**src/hdl/rv_decoder_consts.svh**
```systemverilog
////////////////////////////////////////
// Width, opcode and function code
// defines for the RV32I decode stage
////////////////////////////////////////
`ifndef RV_DECODER_CONSTS_SVH
`define RV_DECODER_CONSTS_SVH

// Widths
`define DATA_WIDTH     32
`define REG_ADDR_WIDTH 5

// RV32I major opcodes handled by the decoder
`define OPCODE_LOAD    7'b0000011
`define OPCODE_STORE   7'b0100011
`define OPCODE_OP      7'b0110011
`define OPCODE_OPIMM   7'b0010011
`define OPCODE_LUI     7'b0110111
`define OPCODE_AUIPC   7'b0010111
`define OPCODE_MISCMEM 7'b0001111
`define OPCODE_SYSTEM  7'b1110011

// Immediate shift funct3 codes (SLLI, SRLI/SRAI)
`define FUNCT3_SHIFT_L 3'b001
`define FUNCT3_SHIFT_R 3'b101

// ALU select for addition
`define ALU_OP_ADD 4'b0000

`endif

```
**src/hdl/rv_decoder_pkg.sv**
```systemverilog
////////////////////////////////////////
// Decoder types: word and field vectors,
// immediate kind and sequencer states
////////////////////////////////////////
`default_nettype none

`include "rv_decoder_consts.svh"

package rv_decoder_pkg;

  typedef logic [`DATA_WIDTH-1:0]     word_t;      // Instruction, address, immediate
  typedef logic [`REG_ADDR_WIDTH-1:0] reg_addr_t;  // Register index
  typedef logic [3:0]                 alu_sel_t;   // {instr[30], funct3}
  typedef logic [3:0]                 lsu_ctrl_t;  // {opcode[5], funct3}

  typedef enum logic [2:0] {
    IMM_NONE,
    IMM_I,
    IMM_SHIFT,
    IMM_S,
    IMM_U
  } imm_sel_t;

  typedef enum logic [3:0] {
    ST_OK,        // Single cycle instruction done
    ST_STALL,     // RAW stall, instruction held
    ST_LD_ADDR,
    ST_LD_REQ,
    ST_LD_WAIT0,
    ST_LD_WAIT1,
    ST_LD_WAIT2,
    ST_ST_ADDR,
    ST_ST_REQ,
    ST_IDLE       // No valid instruction
  } dec_state_t;

endpackage

`default_nettype wire

```
**src/hdl/rv_decode_ctrl.sv**
```systemverilog
////////////////////////////////////////
// Decode control
// Opcode decode, next-value fields and
// the load/store sequencing FSM
////////////////////////////////////////
`timescale 1ns/100ps
`default_nettype none

`include "rv_decoder_consts.svh"

module rv_decode_ctrl
  import rv_decoder_pkg::*;
(
  input  logic      clk_i,
  input  logic      rstn_i,
  input  word_t     instr_i,
  input  logic      instr_valid_i,
  input  logic      hazard_i,
  output logic      ready_o,
  output logic      stall_o,
  output logic      use_rs1_o,
  output logic      use_rs2_o,
  output imm_sel_t  imm_sel_o,
  output logic      use_pc_o,
  output logic      illegal_o,
  output alu_sel_t  alu_sel_o,
  output logic      alu_op_a_o,
  output logic      alu_op_b_o,
  output reg_addr_t alu_dest_o,
  output logic      alu_wb_o,
  output reg_addr_t rf_addr_a_o,
  output reg_addr_t rf_addr_b_o,
  output logic      lsu_valid_o,
  output lsu_ctrl_t lsu_ctrl_o,
  output reg_addr_t lsu_regdest_o
);

  dec_state_t  curr_state;
  dec_state_t  prev_state;
  logic [6:0]  opcode;
  logic [2:0]  funct3;
  reg_addr_t   rd;
  reg_addr_t   rs1;
  reg_addr_t   rs2;

  assign opcode = instr_i[6:0];
  assign funct3 = instr_i[14:12];
  assign rd     = instr_i[11:7];
  assign rs1    = instr_i[19:15];
  assign rs2    = instr_i[24:20];

  always_ff @(posedge clk_i) begin
    if (!rstn_i) begin
      prev_state <= ST_IDLE;
    end else begin
      prev_state <= curr_state;
    end
  end

  // Ready only in the last cycle of an instruction, or when idle
  assign ready_o = (curr_state == ST_OK) || (curr_state == ST_LD_WAIT2) ||
                   (curr_state == ST_ST_REQ) || (curr_state == ST_IDLE);
  assign stall_o = (curr_state == ST_STALL);

  ////////////////////////////////////////
  // Decode
  ////////////////////////////////////////
  always_comb begin
    curr_state    = ST_IDLE;
    use_rs1_o     = 1'b0;
    use_rs2_o     = 1'b0;
    imm_sel_o     = IMM_NONE;
    use_pc_o      = 1'b0;
    illegal_o     = 1'b0;
    alu_sel_o     = `ALU_OP_ADD;
    alu_op_a_o    = 1'b0;
    alu_op_b_o    = 1'b0;
    alu_dest_o    = '0;
    alu_wb_o      = 1'b0;
    rf_addr_a_o   = '0;
    rf_addr_b_o   = '0;
    lsu_valid_o   = 1'b0;
    lsu_ctrl_o    = '0;
    lsu_regdest_o = '0;

    if (instr_valid_i) begin
      case (opcode)
        `OPCODE_OP: begin
          use_rs1_o   = 1'b1;
          use_rs2_o   = 1'b1;
          alu_sel_o   = {instr_i[30], funct3};
          alu_op_a_o  = 1'b1;
          alu_op_b_o  = 1'b1;
          alu_dest_o  = rd;
          rf_addr_a_o = rs1;
          rf_addr_b_o = rs2;
          alu_wb_o    = !hazard_i;  // No writeback in the stall cycle
          curr_state  = hazard_i ? ST_STALL : ST_OK;
        end
        `OPCODE_OPIMM: begin
          use_rs1_o   = 1'b1;
          alu_op_a_o  = 1'b1;
          alu_dest_o  = rd;
          rf_addr_a_o = rs1;
          if (funct3 == `FUNCT3_SHIFT_L || funct3 == `FUNCT3_SHIFT_R) begin
            imm_sel_o = IMM_SHIFT;
            alu_sel_o = {instr_i[30], funct3};  // Bit 30 picks SRAI
          end else begin
            imm_sel_o = IMM_I;
            alu_sel_o = {1'b0, funct3};
          end
          alu_wb_o   = !hazard_i;
          curr_state = hazard_i ? ST_STALL : ST_OK;
        end
        `OPCODE_LUI, `OPCODE_AUIPC: begin
          use_pc_o   = (opcode == `OPCODE_AUIPC);  // PC + imm, else x0 + imm
          imm_sel_o  = IMM_U;
          alu_op_a_o = 1'b1;
          alu_dest_o = rd;
          alu_wb_o   = 1'b1;
          curr_state = ST_OK;
        end
        `OPCODE_LOAD: begin
          use_rs1_o   = 1'b1;
          rf_addr_a_o = rs1;
          case (prev_state)
            ST_LD_ADDR: begin
              curr_state    = ST_LD_REQ;
              lsu_valid_o   = 1'b1;
              lsu_ctrl_o    = {opcode[5], funct3};
              lsu_regdest_o = rd;
            end
            ST_LD_REQ:   curr_state = ST_LD_WAIT0;
            ST_LD_WAIT0: curr_state = ST_LD_WAIT1;
            ST_LD_WAIT1: curr_state = ST_LD_WAIT2;
            default: begin
              // First cycle, address calc unless stalled
              if (hazard_i) begin
                curr_state = ST_STALL;
              end else begin
                curr_state = ST_LD_ADDR;
                alu_op_a_o = 1'b1;
                imm_sel_o  = IMM_I;
              end
            end
          endcase
        end
        `OPCODE_STORE: begin
          use_rs1_o   = 1'b1;
          use_rs2_o   = 1'b1;
          rf_addr_a_o = rs1;
          rf_addr_b_o = rs2;
          if (prev_state == ST_ST_ADDR) begin
            curr_state  = ST_ST_REQ;
            alu_op_b_o  = 1'b1;  // Store data from rs2
            lsu_valid_o = 1'b1;
            lsu_ctrl_o  = {opcode[5], funct3};
          end else if (hazard_i) begin
            curr_state = ST_STALL;
          end else begin
            curr_state = ST_ST_ADDR;
            alu_op_a_o = 1'b1;
            imm_sel_o  = IMM_S;
          end
        end
        `OPCODE_MISCMEM, `OPCODE_SYSTEM: begin
          curr_state = ST_OK;  // Treated as no-ops
        end
        default: begin
          illegal_o  = 1'b1;
          curr_state = ST_OK;
        end
      endcase
    end
  end

  // Sequencer state stays inside the encoded set
  a_state_legal : assert property (@(posedge clk_i) disable iff (!rstn_i)
    prev_state inside {ST_OK, ST_STALL, ST_LD_ADDR, ST_LD_REQ, ST_LD_WAIT0,
                       ST_LD_WAIT1, ST_LD_WAIT2, ST_ST_ADDR, ST_ST_REQ, ST_IDLE});

endmodule

`default_nettype wire

```
**src/hdl/rv_decode_reg.sv**
```systemverilog
////////////////////////////////////////
// Registered decode outputs
// Fields load on valid cycles, strobes
// drop while no instruction is valid
////////////////////////////////////////
`timescale 1ns/100ps
`default_nettype none

module rv_decode_reg
  import rv_decoder_pkg::*;
(
  input  logic      clk_i,
  input  logic      rstn_i,
  input  logic      instr_valid_i,
  input  word_t     instr_addr_i,
  input  logic      use_pc_i,
  input  logic      illegal_i,
  input  alu_sel_t  alu_sel_i,
  input  logic      alu_op_a_i,
  input  logic      alu_op_b_i,
  input  reg_addr_t alu_dest_i,
  input  logic      alu_wb_i,
  input  reg_addr_t rf_addr_a_i,
  input  reg_addr_t rf_addr_b_i,
  input  word_t     imm_i,
  input  logic      lsu_valid_i,
  input  lsu_ctrl_t lsu_ctrl_i,
  input  reg_addr_t lsu_regdest_i,
  output word_t     instr_addr_o,
  output logic      use_pc_o,
  output logic      illegal_instr_o,
  output alu_sel_t  alu_sel_o,
  output logic      alu_op_a_o,
  output logic      alu_op_b_o,
  output reg_addr_t alu_dest_addr_o,
  output logic      alu_wb_o,
  output reg_addr_t rf_addr_a_o,
  output reg_addr_t rf_addr_b_o,
  output logic      is_imm_o,
  output word_t     imm_ext_o,
  output logic      lsu_ctrl_valid_o,
  output lsu_ctrl_t lsu_ctrl_o,
  output reg_addr_t lsu_regdest_o
);

  // Strobes
  always_ff @(posedge clk_i) begin
    if (!rstn_i) begin
      use_pc_o         <= 1'b0;
      illegal_instr_o  <= 1'b0;
      alu_wb_o         <= 1'b0;
      lsu_ctrl_valid_o <= 1'b0;
    end else if (instr_valid_i) begin
      use_pc_o         <= use_pc_i;
      illegal_instr_o  <= illegal_i;
      alu_wb_o         <= alu_wb_i;
      lsu_ctrl_valid_o <= lsu_valid_i;
    end else begin
      use_pc_o         <= 1'b0;
      alu_wb_o         <= 1'b0;
      lsu_ctrl_valid_o <= 1'b0;
    end
  end

  // Payload fields, held while not valid
  always_ff @(posedge clk_i) begin
    instr_addr_o <= instr_addr_i;  // Always one clock behind
    if (instr_valid_i) begin
      alu_sel_o       <= alu_sel_i;
      alu_op_a_o      <= alu_op_a_i;
      alu_op_b_o      <= alu_op_b_i;
      alu_dest_addr_o <= alu_dest_i;
      rf_addr_a_o     <= rf_addr_a_i;
      rf_addr_b_o     <= rf_addr_b_i;
      is_imm_o        <= !(alu_op_a_i && alu_op_b_i);
      imm_ext_o       <= imm_i;
      lsu_ctrl_o      <= lsu_ctrl_i;
      lsu_regdest_o   <= lsu_regdest_i;
    end
  end

  ////////////////////////////////////////
  // Checks on the output strobes
  ////////////////////////////////////////
  a_wb_lsu_excl : assert property (@(posedge clk_i) disable iff (!rstn_i)
    !(alu_wb_o && lsu_ctrl_valid_o));

  // One LSU request per load or store sequence
  a_lsu_pulse : assert property (@(posedge clk_i) disable iff (!rstn_i)
    lsu_ctrl_valid_o |=> !lsu_ctrl_valid_o);

endmodule

`default_nettype wire

```
**src/hdl/rv_decoder_top.sv**
```systemverilog
////////////////////////////////////////
// RV32I decode stage top level
// Control, immediate, hazard and output
// register blocks
////////////////////////////////////////
`timescale 1ns/100ps
`default_nettype none

module rv_decoder_top
  import rv_decoder_pkg::*;
(
  input  logic      clk_i,
  input  logic      rstn_i,
  input  word_t     instr_i,
  input  word_t     instr_addr_i,
  input  logic      instr_valid_i,
  output logic      ready_o,
  output word_t     instr_addr_o,
  output logic      use_pc_o,
  output logic      illegal_instr_o,
  output alu_sel_t  alu_sel_o,
  output logic      alu_op_a_o,
  output logic      alu_op_b_o,
  output reg_addr_t alu_dest_addr_o,
  output logic      alu_wb_o,
  output reg_addr_t rf_addr_a_o,
  output reg_addr_t rf_addr_b_o,
  output logic      is_imm_o,
  output word_t     imm_ext_o,
  output logic      lsu_ctrl_valid_o,
  output lsu_ctrl_t lsu_ctrl_o,
  output reg_addr_t lsu_regdest_o
);

  logic      hazard;
  logic      stall;
  logic      use_rs1;
  logic      use_rs2;
  imm_sel_t  imm_sel;
  word_t     imm;
  logic      use_pc;
  logic      illegal;
  alu_sel_t  alu_sel;
  logic      alu_op_a;
  logic      alu_op_b;
  reg_addr_t alu_dest;
  logic      alu_wb;
  reg_addr_t rf_addr_a;
  reg_addr_t rf_addr_b;
  logic      lsu_valid;
  lsu_ctrl_t lsu_ctrl;
  reg_addr_t lsu_regdest;

  rv_decode_ctrl u_ctrl (
    .clk_i         (clk_i),
    .rstn_i        (rstn_i),
    .instr_i       (instr_i),
    .instr_valid_i (instr_valid_i),
    .hazard_i      (hazard),
    .ready_o       (ready_o),
    .stall_o       (stall),
    .use_rs1_o     (use_rs1),
    .use_rs2_o     (use_rs2),
    .imm_sel_o     (imm_sel),
    .use_pc_o      (use_pc),
    .illegal_o     (illegal),
    .alu_sel_o     (alu_sel),
    .alu_op_a_o    (alu_op_a),
    .alu_op_b_o    (alu_op_b),
    .alu_dest_o    (alu_dest),
    .alu_wb_o      (alu_wb),
    .rf_addr_a_o   (rf_addr_a),
    .rf_addr_b_o   (rf_addr_b),
    .lsu_valid_o   (lsu_valid),
    .lsu_ctrl_o    (lsu_ctrl),
    .lsu_regdest_o (lsu_regdest)
  );

  rv_imm_gen u_imm_gen (
    .instr_i   (instr_i),
    .imm_sel_i (imm_sel),
    .imm_o     (imm)
  );

  rv_hazard_unit u_hazard (
    .clk_i         (clk_i),
    .rstn_i        (rstn_i),
    .instr_i       (instr_i),
    .instr_valid_i (instr_valid_i),
    .use_rs1_i     (use_rs1),
    .use_rs2_i     (use_rs2),
    .stall_i       (stall),
    .hazard_o      (hazard)
  );

  rv_decode_reg u_out_reg (
    .clk_i            (clk_i),
    .rstn_i           (rstn_i),
    .instr_valid_i    (instr_valid_i),
    .instr_addr_i     (instr_addr_i),
    .use_pc_i         (use_pc),
    .illegal_i        (illegal),
    .alu_sel_i        (alu_sel),
    .alu_op_a_i       (alu_op_a),
    .alu_op_b_i       (alu_op_b),
    .alu_dest_i       (alu_dest),
    .alu_wb_i         (alu_wb),
    .rf_addr_a_i      (rf_addr_a),
    .rf_addr_b_i      (rf_addr_b),
    .imm_i            (imm),
    .lsu_valid_i      (lsu_valid),
    .lsu_ctrl_i       (lsu_ctrl),
    .lsu_regdest_i    (lsu_regdest),
    .instr_addr_o     (instr_addr_o),
    .use_pc_o         (use_pc_o),
    .illegal_instr_o  (illegal_instr_o),
    .alu_sel_o        (alu_sel_o),
    .alu_op_a_o       (alu_op_a_o),
    .alu_op_b_o       (alu_op_b_o),
    .alu_dest_addr_o  (alu_dest_addr_o),
    .alu_wb_o         (alu_wb_o),
    .rf_addr_a_o      (rf_addr_a_o),
    .rf_addr_b_o      (rf_addr_b_o),
    .is_imm_o         (is_imm_o),
    .imm_ext_o        (imm_ext_o),
    .lsu_ctrl_valid_o (lsu_ctrl_valid_o),
    .lsu_ctrl_o       (lsu_ctrl_o),
    .lsu_regdest_o    (lsu_regdest_o)
  );

endmodule

`default_nettype wire

```
**src/hdl/rv_hazard_unit.sv**
```systemverilog
////////////////////////////////////////
// Read-after-write hazard detection
// Tracks the last destination register
// and the previous stall cycle
////////////////////////////////////////
`timescale 1ns/100ps
`default_nettype none

`include "rv_decoder_consts.svh"

module rv_hazard_unit
  import rv_decoder_pkg::*;
(
  input  logic  clk_i,
  input  logic  rstn_i,
  input  word_t instr_i,
  input  logic  instr_valid_i,
  input  logic  use_rs1_i,
  input  logic  use_rs2_i,
  input  logic  stall_i,
  output logic  hazard_o
);

  reg_addr_t prev_rd;
  logic      prev_stall;
  reg_addr_t rd;
  reg_addr_t rs1;
  reg_addr_t rs2;
  logic      rs1_hit;
  logic      rs2_hit;

  assign rd  = instr_i[11:7];
  assign rs1 = instr_i[19:15];
  assign rs2 = instr_i[24:20];

  always_ff @(posedge clk_i) begin
    if (!rstn_i) begin
      prev_rd    <= '0;
      prev_stall <= 1'b0;
    end else begin
      if (instr_valid_i && instr_i[6:0] != `OPCODE_STORE) begin
        prev_rd <= rd;
      end else begin
        prev_rd <= '0;  // Stores write no register
      end
      prev_stall <= stall_i;
    end
  end

  assign rs1_hit = use_rs1_i && (rs1 != '0) && (rs1 == prev_rd);
  assign rs2_hit = use_rs2_i && (rs2 != '0) && (rs2 == prev_rd);

  // One stall cycle is enough, never stall twice in a row
  assign hazard_o = (rs1_hit || rs2_hit) && !prev_stall;

endmodule

`default_nettype wire

```
**src/hdl/rv_imm_gen.sv**
```systemverilog
////////////////////////////////////////
// Immediate generator
// I, shift, S and U immediates, chosen
// by the immediate kind from control
////////////////////////////////////////
`timescale 1ns/100ps
`default_nettype none

`include "rv_decoder_consts.svh"

module rv_imm_gen
  import rv_decoder_pkg::*;
(
  input  word_t    instr_i,
  input  imm_sel_t imm_sel_i,
  output word_t    imm_o
);

  // Sign extension of a 12 bit field
  function automatic word_t sext12(input logic [11:0] val);
    return {{(`DATA_WIDTH-12){val[11]}}, val};
  endfunction

  logic [11:0] imm_i_field;
  logic [11:0] imm_s_field;
  logic [4:0]  shamt;
  logic [19:0] imm_u_field;

  assign imm_i_field = instr_i[31:20];
  assign imm_s_field = {instr_i[31:25], instr_i[11:7]};  // Split around rd slot
  assign shamt       = instr_i[24:20];
  assign imm_u_field = instr_i[31:12];

  always_comb begin
    case (imm_sel_i)
      IMM_I: begin
        imm_o = sext12(imm_i_field);
      end
      IMM_SHIFT: begin
        imm_o = {{(`DATA_WIDTH-5){1'b0}}, shamt};  // Shift amount is unsigned
      end
      IMM_S: begin
        imm_o = sext12(imm_s_field);
      end
      IMM_U: begin
        imm_o = {imm_u_field, 12'b0};
      end
      default: begin
        imm_o = '0;
      end
    endcase
  end

endmodule

`default_nettype wire

```
**config.mk**
```make
export PLATFORM = sky130hd
export DESIGN_NAME = rv_decoder_top
export DESIGN_NICKNAME = d
export VERILOG_FILES = /design/src/hdl/rv_decoder_pkg.sv /design/src/hdl/rv_decode_ctrl.sv /design/src/hdl/rv_decode_reg.sv /design/src/hdl/rv_decoder_top.sv /design/src/hdl/rv_hazard_unit.sv /design/src/hdl/rv_imm_gen.sv
export VERILOG_INCLUDE_DIRS = /design/src /design/src/hdl
export SDC_FILE = /design/constraint.sdc
export NUM_CORES = 1
export LEC_CHECK = 0
export ABC_AREA = 0
export BUFFER_PORTS_ARGS = -buffer_cell sky130_fd_sc_hd__clkbuf_2
export CAP_MARGIN = 20
export CORE_UTILIZATION = 39
export CTS_CLUSTER_DIAMETER = 150
export CTS_CLUSTER_SIZE = 20
export DETAILED_ROUTE_END_ITERATION = 8
export PLACE_DENSITY_LB_ADDON = 0.1
export SYNTH_ARGS = -nofsm -noshare
export SYNTH_HDL_FRONTEND = slang
export SYNTH_HIERARCHICAL = 1
export SYNTH_SLANG_ARGS = --single-unit
```
**constraint.sdc**
```tcl
create_clock -name clk_i -period 8.9 [get_ports clk_i]
set_clock_uncertainty 0.15 [all_clocks]
set_input_delay 0.445 -clock clk_i [delete_from_list [all_inputs] [get_ports clk_i]]
set_output_delay 0.445 -clock clk_i [all_outputs]
set_load 0.01 [all_outputs]
```
==> reports/qor.txt, run 1 <==
CRITICAL PATH
----------------------------------------------------------------------------------------
Arr. time, crit path ......................................................      4120 ps
Launch point of the worst reg-to-reg path ................................. u_hazard/prev_rd[3]
Crit Path Class ...........................................................    in -> out
Crit path from ............................................................ instr_valid_i
Worst path buffer plus inverter count .....................................            4
Critical Path End Type ....................................................  output port
Slowest stage delay, CP ...................................................       640 ps
Critical path startpoint category .........................................    input pin
Worst path cell trace ..................................................... buf_2, buf_4, nand4_1, nand2b_1, inv_1, and2_1, nand4b_1, o21ai_0, nor3_1, a21oi_1, xnor2_1, a21o_1, clkbuf_2
Slack of the worst reg-to-reg path ........................................      5620 ps
Cell family with the largest share of critical-path delay ................. buffers and inverters
Logic depth of the worst register-to-register path ........................            8
Endpoint of the lowest-slack register-to-register path .................... u_out_reg/imm_ext_o[11]
Largest fanout of any net on the critical path ............................           73
Slowest-stage cell, CP ....................................................        buf_4
Req. time, crit path ......................................................      8310 ps

LOGIC SYNTHESIS
----------------------------------------------------------------------------------------
Combinational family with the most area after synthesis ................... simple AND/OR/NAND/NOR gates
Parity-gate share of the synthesized area counting xor and xnor cells .....        2.16%
Post-synthesis adder-cell area fraction ...................................           0%
Compound-Gate Fraction of Synth Area ......................................        9.54%
Multiplexer share of the synthesized area .................................        1.48%
Simple-gate portion of the synthesized area ...............................        14.8%
Warnings from Yosys .......................................................            6
Post-Syn Instances ........................................................          298
Post-synth design cell area ...............................................  0.00406 mm²
Sequential area share after synthesis .....................................        69.2%
Top cells by area, synth .................................................. edfxtp_1 47%, dfxtp_1 23%, and2_1 4.8%
Count of cell types in the netlist ........................................           45
Fraction of registers with async set/reset ................................           0%
Proportion of netlist area held by the largest area contributor ...........        46.6%
Number of enable flip-flop cells after synthesis ..........................           63
Cell type contributing the most total cell area after synthesis ...........     edfxtp_1
Top FF cell, synth ........................................................     edfxtp_1
Number of synthesized register bits .......................................          109
Mapped Nets ...............................................................          365
Avg Inst Size Synth .......................................................     13.6 µm²

STA
----------------------------------------------------------------------------------------
Number of setup violations in the final report ............................            0
Worst relative slew slack .................................................        34.7%
Min Clock Period, post-route ..............................................      4720 ps
Final setup slack of the worst path .......................................      4180 ps
Slew at the pin closest to its max-slew limit .............................       975 ps
Number of hold-slack violations in the final timing report ................            0
Setup Total Neg Slack .....................................................         0 ps
Crit share post-route .....................................................        53.0%
Highest clock frequency the design can meet ...............................      212 MHz
RSZ-0062 raised after global routing ......................................        false
Final Max Tran Viols ......................................................            0

PWR
----------------------------------------------------------------------------------------
Final total power .........................................................     0.945 mW
Share of power burned in combinational logic ..............................         9.4%
Switching Power ...........................................................     0.237 mW
Fraction of power spent switching nets ....................................        25.1%
Static Leakage ............................................................      2.55 nW
Power share of the sequential group .......................................        59.6%
Internal power ............................................................     0.708 mW
Worst voltage drop across the vdd grid ....................................    0.0893 mV
Power density relative to cell area .......................................   174 mW/mm²
Clock Power Share .........................................................        31.0%

ROUTING
----------------------------------------------------------------------------------------
Initial detailed-routing violation count ..................................          132
Number of search-and-repair iterations in the first detailed-routing pass .            4
Number of antenna-violating nets in the routed design .....................            0
Final routed wire length divided by cell count ............................      14.7 µm
Drt total wl ..............................................................      9220 µm
Final routed DRC violation total ..........................................            0
Vias after detailed routing ...............................................        3,023
Via density per instance ..................................................         4.81

HOLD PATH
----------------------------------------------------------------------------------------
Worst Hold Launch ......................................................... instr_addr_i[20]
Number of cells traversed by the worst hold path ..........................            1
Tightest Hold Check Type ..................................................    in -> reg
Destination of the worst hold path ........................................ u_out_reg/instr_addr_o[20]

FLOORPLAN
----------------------------------------------------------------------------------------
Core Rows .................................................................           36
Initial Utilization .......................................................        40.8%
Total Die Area ............................................................   0.0108 mm²
Core Footprint ............................................................  0.00995 mm²
Boundary pin count ........................................................          167
Die width .................................................................       104 µm
Die Span Y ................................................................       104 µm

GLOBAL ROUTE
----------------------------------------------------------------------------------------
Overall Global Routing Usage ..............................................        17.0%
Number of antenna violations at the first check in global routing .........            0
Pin count of the biggest net entering global routing ......................           74
Via count of the first global-routing pass ................................        2,771
First-pass GRT wire length ................................................    14,400 µm
Residual overflow from global routing .....................................            0

CTS
----------------------------------------------------------------------------------------
Clock Latency Late Sink ...................................................       360 ps
Bufs on Longest Clock Path ................................................            2
Clock slew at the register clock pins of the worst setup and hold paths ...       110 ps
PostCTS Resize Cnt ........................................................            0
Clock root cell ...........................................................     clkbuf_8
Count of buffers added by post-CTS timing repair for setup ................            0
Clock sink total ..........................................................          109
Maximum level of the CTS H-tree ...........................................            3
Inserted Clock Buffers ....................................................            9
TritonCTS clock tree ......................................................         done

FINAL LAYOUT
----------------------------------------------------------------------------------------
Count of filler cells inserted in the layout ..............................          887
Proportion of layout cells with a drive suffix above 1 ....................        38.1%
Count of inserted antenna diode cells .....................................            0
Number of nets in the finished design .....................................          558
Fin util ..................................................................        54.7%
Syn-to-layout area delta ..................................................        33.9%
Commonest cells after routing, fill and taps aside ........................ 165 x clkbuf_2, 63 x edfxtp_1, 46 x dfxtp_1
Most frequent standard cell in the layout excluding fill and tap cells ....     clkbuf_2

FLOW RUN
----------------------------------------------------------------------------------------
Max cap viols .............................................................            0

PLACEMENT
----------------------------------------------------------------------------------------
Placed wire-length estimate after detailed placement ......................      6470 µm
Number of buffers added on ports ..........................................          166
Worst slack, placed .......................................................      3850 ps
Final GP Congestion .......................................................        0.861

STATUS
----------------------------------------------------------------------------------------
Run status ................................................................    completed

-- metal layers --
layer / vias up / global-route usage (%) / wire length (µm)
li1: 1470 / - / -
met1: 1427 / 22.9 / 4210
met2: 114 / 26.8 / 4350
met3: 12 / 4.14 / 536
met4: 0 / 5.82 / 123
met5: - / 0 / 0
-- logic make-up (layout without fill, tap and decap cells) --
logic type | after synthesis | count (layout)
xor+xnor | 10 | 10
flops | 109 | 109
compound gates | 55 | 55
buf+inv | 17 | 215
mux | 6 | 6
simple gates | 101 | 101
-- final cells by class --
cell class                 count  area, µm²  share of cell area, %
timing repair buffer         193       1100                   20.2
clock inverter                 7       77.6                   1.43
tap                          133        166                   3.06
multi-input combinational    172       1140                   20.9
inverter                       6       22.5                  0.414
clock buffer                   9        124                   2.28
sequential                   109       2810                   51.7
-- flip-flops by register name, summed over array words and instances (netlist names), 4 cells and up --
register,flops
u_out_reg/lsu_ctrl_o,4
u_out_reg/alu_dest_addr_o,5
u_ctrl/prev_state,4
u_out_reg/rf_addr_a_o,5
u_hazard/prev_rd,5
u_out_reg/rf_addr_b_o,5
u_out_reg/instr_addr_o,32
u_out_reg/lsu_regdest_o,5
u_out_reg/alu_sel_o,4
u_out_reg/imm_ext_o,32
-- power groups by stage --
stage,clock (mW),sequential [mW],combinational (mW)
global placement,0,0.575,0.0798
floorplan,0,0.587,0.0165
finish,0.293,0.563,0.0887
detailed placement,0,0.575,0.0807
CTS,0.302,0.564,0.0855
global route,0.321,0.566,0.0968
-- cell usage after synthesis, types with 2 or more instances --
cell	instances
xnor2_1	6
edfxtp_1	63
and3_2	3
o21ai_0	5
nor4_1	3
buf_2	3
nand2_1	9
nand3_1	3
a31oi_1	2
nand2b_1	4
and2_1	31
a211oi_1	6
clkbuf_1	2
mux2i_1	6
nor2_1	14
a21oi_1	11
inv_1	6
a21o_1	20
and3_1	8
o22ai_1	2
nand4_1	4
or3b_1	2
buf_6	6
dfxtp_1	46
nor2b_1	3
nor3_1	7
o21bai_1	2
xor2_1	4
-- worst max path at each step --
stage / endpoint / slack (ps) / cells past startpoint
finish: ready_o / 4180 / 13
global route: u_out_reg/imm_ext_o[25] / 3670 / 13
CTS: ready_o / 4200 / 13
detailed placement: u_out_reg/imm_ext_o[25] / 3850 / 13
global placement: u_out_reg/imm_ext_o[18] / 4080 / 13
floorplan: ready_o / 5710 / 13
-- metrics by stage --
step / std cells / hold WS (ps) / instance area [µm²]
2_1_floorplan: 298 / 323 / 4060
3_3_place_gp: 587 / 358 / 4980
6_report: 629 / 22.7 / 5440
5_1_grt: 629 / 0.914 / 5440
3_5_place_dp: 587 / 356 / 4980
4_1_cts: 616 / 0.213 / 5310
-- timing repair --
item	in CTS	in global routing
hold buffers	13	13
hold endpoints to repair	13	13
endpoints found under the setup margin	0	0
(Power assumes the default switching activity.)
==> run 2, diff against run 1 <==
Settings changed: ABC_AREA 0 to 1.
Clock period 8.9 ns to 3.88 ns, I/O delays scaled along.
==> reports/qor.txt, run 2 <==
STATUS
----------------------------------------------------------------------------------------
Run status ................................................................    completed

PLACEMENT
----------------------------------------------------------------------------------------
Number of buffers added on ports ..........................................          166
Worst slack, placed .......................................................       659 ps
Placed wire-length estimate after detailed placement ......................      7440 µm
Final GP Congestion .......................................................        0.888
Number of instances in the placed design ..................................          740

FINAL LAYOUT
----------------------------------------------------------------------------------------
Number of nets in the finished design .....................................          721
Count of inserted antenna diode cells .....................................            0
Post-route insts no fill ..................................................          799
Syn-to-layout area delta ..................................................        37.5%
Most frequent standard cell in the layout excluding fill and tap cells ....     clkbuf_2
Commonest cells after routing, fill and taps aside ........................ 165 x clkbuf_2, 86 x inv_1, 78 x nand2_1
Proportion of layout cells with a drive suffix above 1 ....................        34.0%
Largest registers in the final layout ..................................... u_out_reg/imm_ext_o (32), u_out_reg/instr_addr_o (32)

STA
----------------------------------------------------------------------------------------
Slew at the pin closest to its max-slew limit .............................       978 ps
Final setup slack of the worst path .......................................      1030 ps
Number of setup violations in the final report ............................            0
Crit share post-route .....................................................        73.5%
Highest clock frequency the design can meet ...............................      351 MHz
Setup Total Neg Slack .....................................................         0 ps
RSZ-0062 raised after global routing ......................................        false
Worst relative slew slack .................................................        34.8%
Number of hold-slack violations in the final timing report ................            0
Final Max Tran Viols ......................................................            0
Min Clock Period, post-route ..............................................      2850 ps
Worst hold slack ..........................................................      13.2 ps

PWR
----------------------------------------------------------------------------------------
Worst voltage drop across the vdd grid ....................................     0.186 mV
Final total power .........................................................      2.18 mW
Power density relative to cell area .......................................   369 mW/mm²
Static Leakage ............................................................      2.99 nW

GLOBAL ROUTE
----------------------------------------------------------------------------------------
Via count of the first global-routing pass ................................        3,301
Number of antenna violations at the first check in global routing .........            0
Pin count of the biggest net entering global routing ......................           80
First-pass GRT wire length ................................................    16,000 µm
Residual overflow from global routing .....................................            0
Overall Global Routing Usage ..............................................        18.3%

HOLD PATH
----------------------------------------------------------------------------------------
Tightest Hold Check Type ..................................................    in -> reg

ROUTING
----------------------------------------------------------------------------------------
Initial detailed-routing violation count ..................................          250
Final routed DRC violation total ..........................................            0
Number of search-and-repair iterations in the first detailed-routing pass .            5
Drt total wl ..............................................................    10,500 µm
Via density per instance ..................................................         4.41
Number of antenna-violating nets in the routed design .....................            0
Vias after detailed routing ...............................................        3,523
Final routed wire length divided by cell count ............................      13.1 µm

LOGIC SYNTHESIS
----------------------------------------------------------------------------------------
Post-synth design cell area ...............................................  0.00431 mm²
Mapped Nets ...............................................................          502
Most common cell in the synthesized netlist ...............................        inv_1
Number of synthesized register bits .......................................          109
Proportion of netlist area held by the largest area contributor ...........        43.9%
Fraction of registers with async set/reset ................................           0%
Number of enable flip-flop cells after synthesis ..........................           63
Sequential area share after synthesis .....................................        65.3%
Top FF cell, synth ........................................................     edfxtp_1
Cell type contributing the most total cell area after synthesis ...........     edfxtp_1
Count of cell types in the netlist ........................................           26
Post-Syn Instances ........................................................          435
Avg Inst Size Synth .......................................................     9.90 µm²
Synth top cells by count .................................................. 86 x inv_1, 78 x nand2_1, 71 x nor2_1
Top cells by area, synth .................................................. edfxtp_1 44%, dfxtp_1 21%, inv_1 7.5%
Warnings from Yosys .......................................................            6

CRITICAL PATH
----------------------------------------------------------------------------------------
Arr. time, crit path ......................................................      2830 ps
Critical Path End Type ....................................................    flip-flop
Req. time, crit path ......................................................      3850 ps
Crit Path Class ...........................................................    in -> reg
Critical path startpoint category .........................................    input pin
Largest fanout of any net on the critical path ............................           20

CTS
----------------------------------------------------------------------------------------
Clock sink total ..........................................................          109
Count of buffers added by post-CTS timing repair for setup ................            0
Clock Latency Late Sink ...................................................       370 ps
Maximum level of the CTS H-tree ...........................................            3
TritonCTS clock tree ......................................................         done
Clock slew at the register clock pins of the worst setup and hold paths ...       100 ps
Bufs on Longest Clock Path ................................................            2
Clock root cell ...........................................................     clkbuf_8
Inserted Clock Buffers ....................................................            9

FLOW RUN
----------------------------------------------------------------------------------------
Max cap viols .............................................................            0

FLOORPLAN
----------------------------------------------------------------------------------------
Core Footprint ............................................................   0.0108 mm²
Die Span Y ................................................................       107 µm
Initial Utilization .......................................................        39.9%
Total Die Area ............................................................   0.0115 mm²
Core Rows .................................................................           38
Die width .................................................................       107 µm
Boundary pin count ........................................................          167

## run 2: cell count changes in the layout (fill, tap and decap cells not counted), moves of 8 or more
cell and change:
a21o_1 -20, and2_1 -31, and3_1 -8, dlygate4sd3_1 +17
inv_1 +80, nand2_1 +69, nand3_1 +14, nor2_1 +57
o21ai_2 +19
## run 2: cells by family after synthesis
family / after synthesis / synth area share, %
flops: 109 / 65.3
simple gates: 195 / 19.6
buf+inv: 97 / 9.18
compound gates: 34 / 5.90
## run 2: layer usage
metal | GRT usage (%) | share of wire (%) | up-vias
li1 | - | - | 1806
met1 | 23.3 | 43 | 1592
met2 | 30.2 | 50 | 116
met3 | 3.53 | 5.9 | 9
met4 | 8.02 | 0.90 | 0
met5 | 0 | 0 | -
## run 2: worst paths after layout
kind / slack (ps) / depth (start not counted) / to / startpoint
max reg2reg: 1180 / 16 / u_out_reg/imm_ext_o[16] / u_hazard/prev_rd[3]
min reg2reg: 350 / 2 / u_out_reg/illegal_instr_o / u_out_reg/illegal_instr_o
max: 1030 / 21 / u_out_reg/imm_ext_o[16] / instr_i[1]
min: 10 / 3 / u_out_reg/imm_ext_o[9] / instr_i[29]
## run 2: cell type report
type	count	area, µm²
Fill cell	997	4870
Sequential cell	109	2810
Timing Repair Buffer	213	1290
Multi-Input combinational cell	229	1100
Inverter	92	345
Tap cell	140	175
Clock buffer	10	138
Clock inverter	6	60.1
## run 2: what timing repair did
item,in CTS,in global routing
endpoints found under the setup margin,0,0
hold endpoints to repair,56,0
hold buffers,43,0
resized for setup,0,0
## run 2: where the power goes
part / switching (mW) / internal [mW]
Combinational: 0.126 / 0.0990
Clock: 0.411 / 0.269
Sequential: 0.0146 / 1.27
Total: 0.551 / 1.63
## run 2: worst max-delay path, cell delays in order
cell	delay [ps]
clkbuf_2	90
nand2_1	80
inv_1	100
nand2_2	110
nor3_4	240
inv_2	130
nor2_4	110
nand2_1	60
nor2_1	90
nand4_1	100
a21oi_1	350
nor2_1	90
nand2_1	130
inv_1	70
nor2_1	120
o21ai_1	80
nand2_1	60
inv_1	100
nand3_1	90
buf_4	310
o21ai_2	100
## run 2: stage by stage
step | cell area [µm²] | util (%)
3_5_place_dp | 5300 | 49.1
3_3_place_gp | 5300 | 49.1
4_1_cts | 5920 | 54.9
6_report | 5920 | 54.9
2_1_floorplan | 4310 | -
5_1_grt | 5920 | 54.9
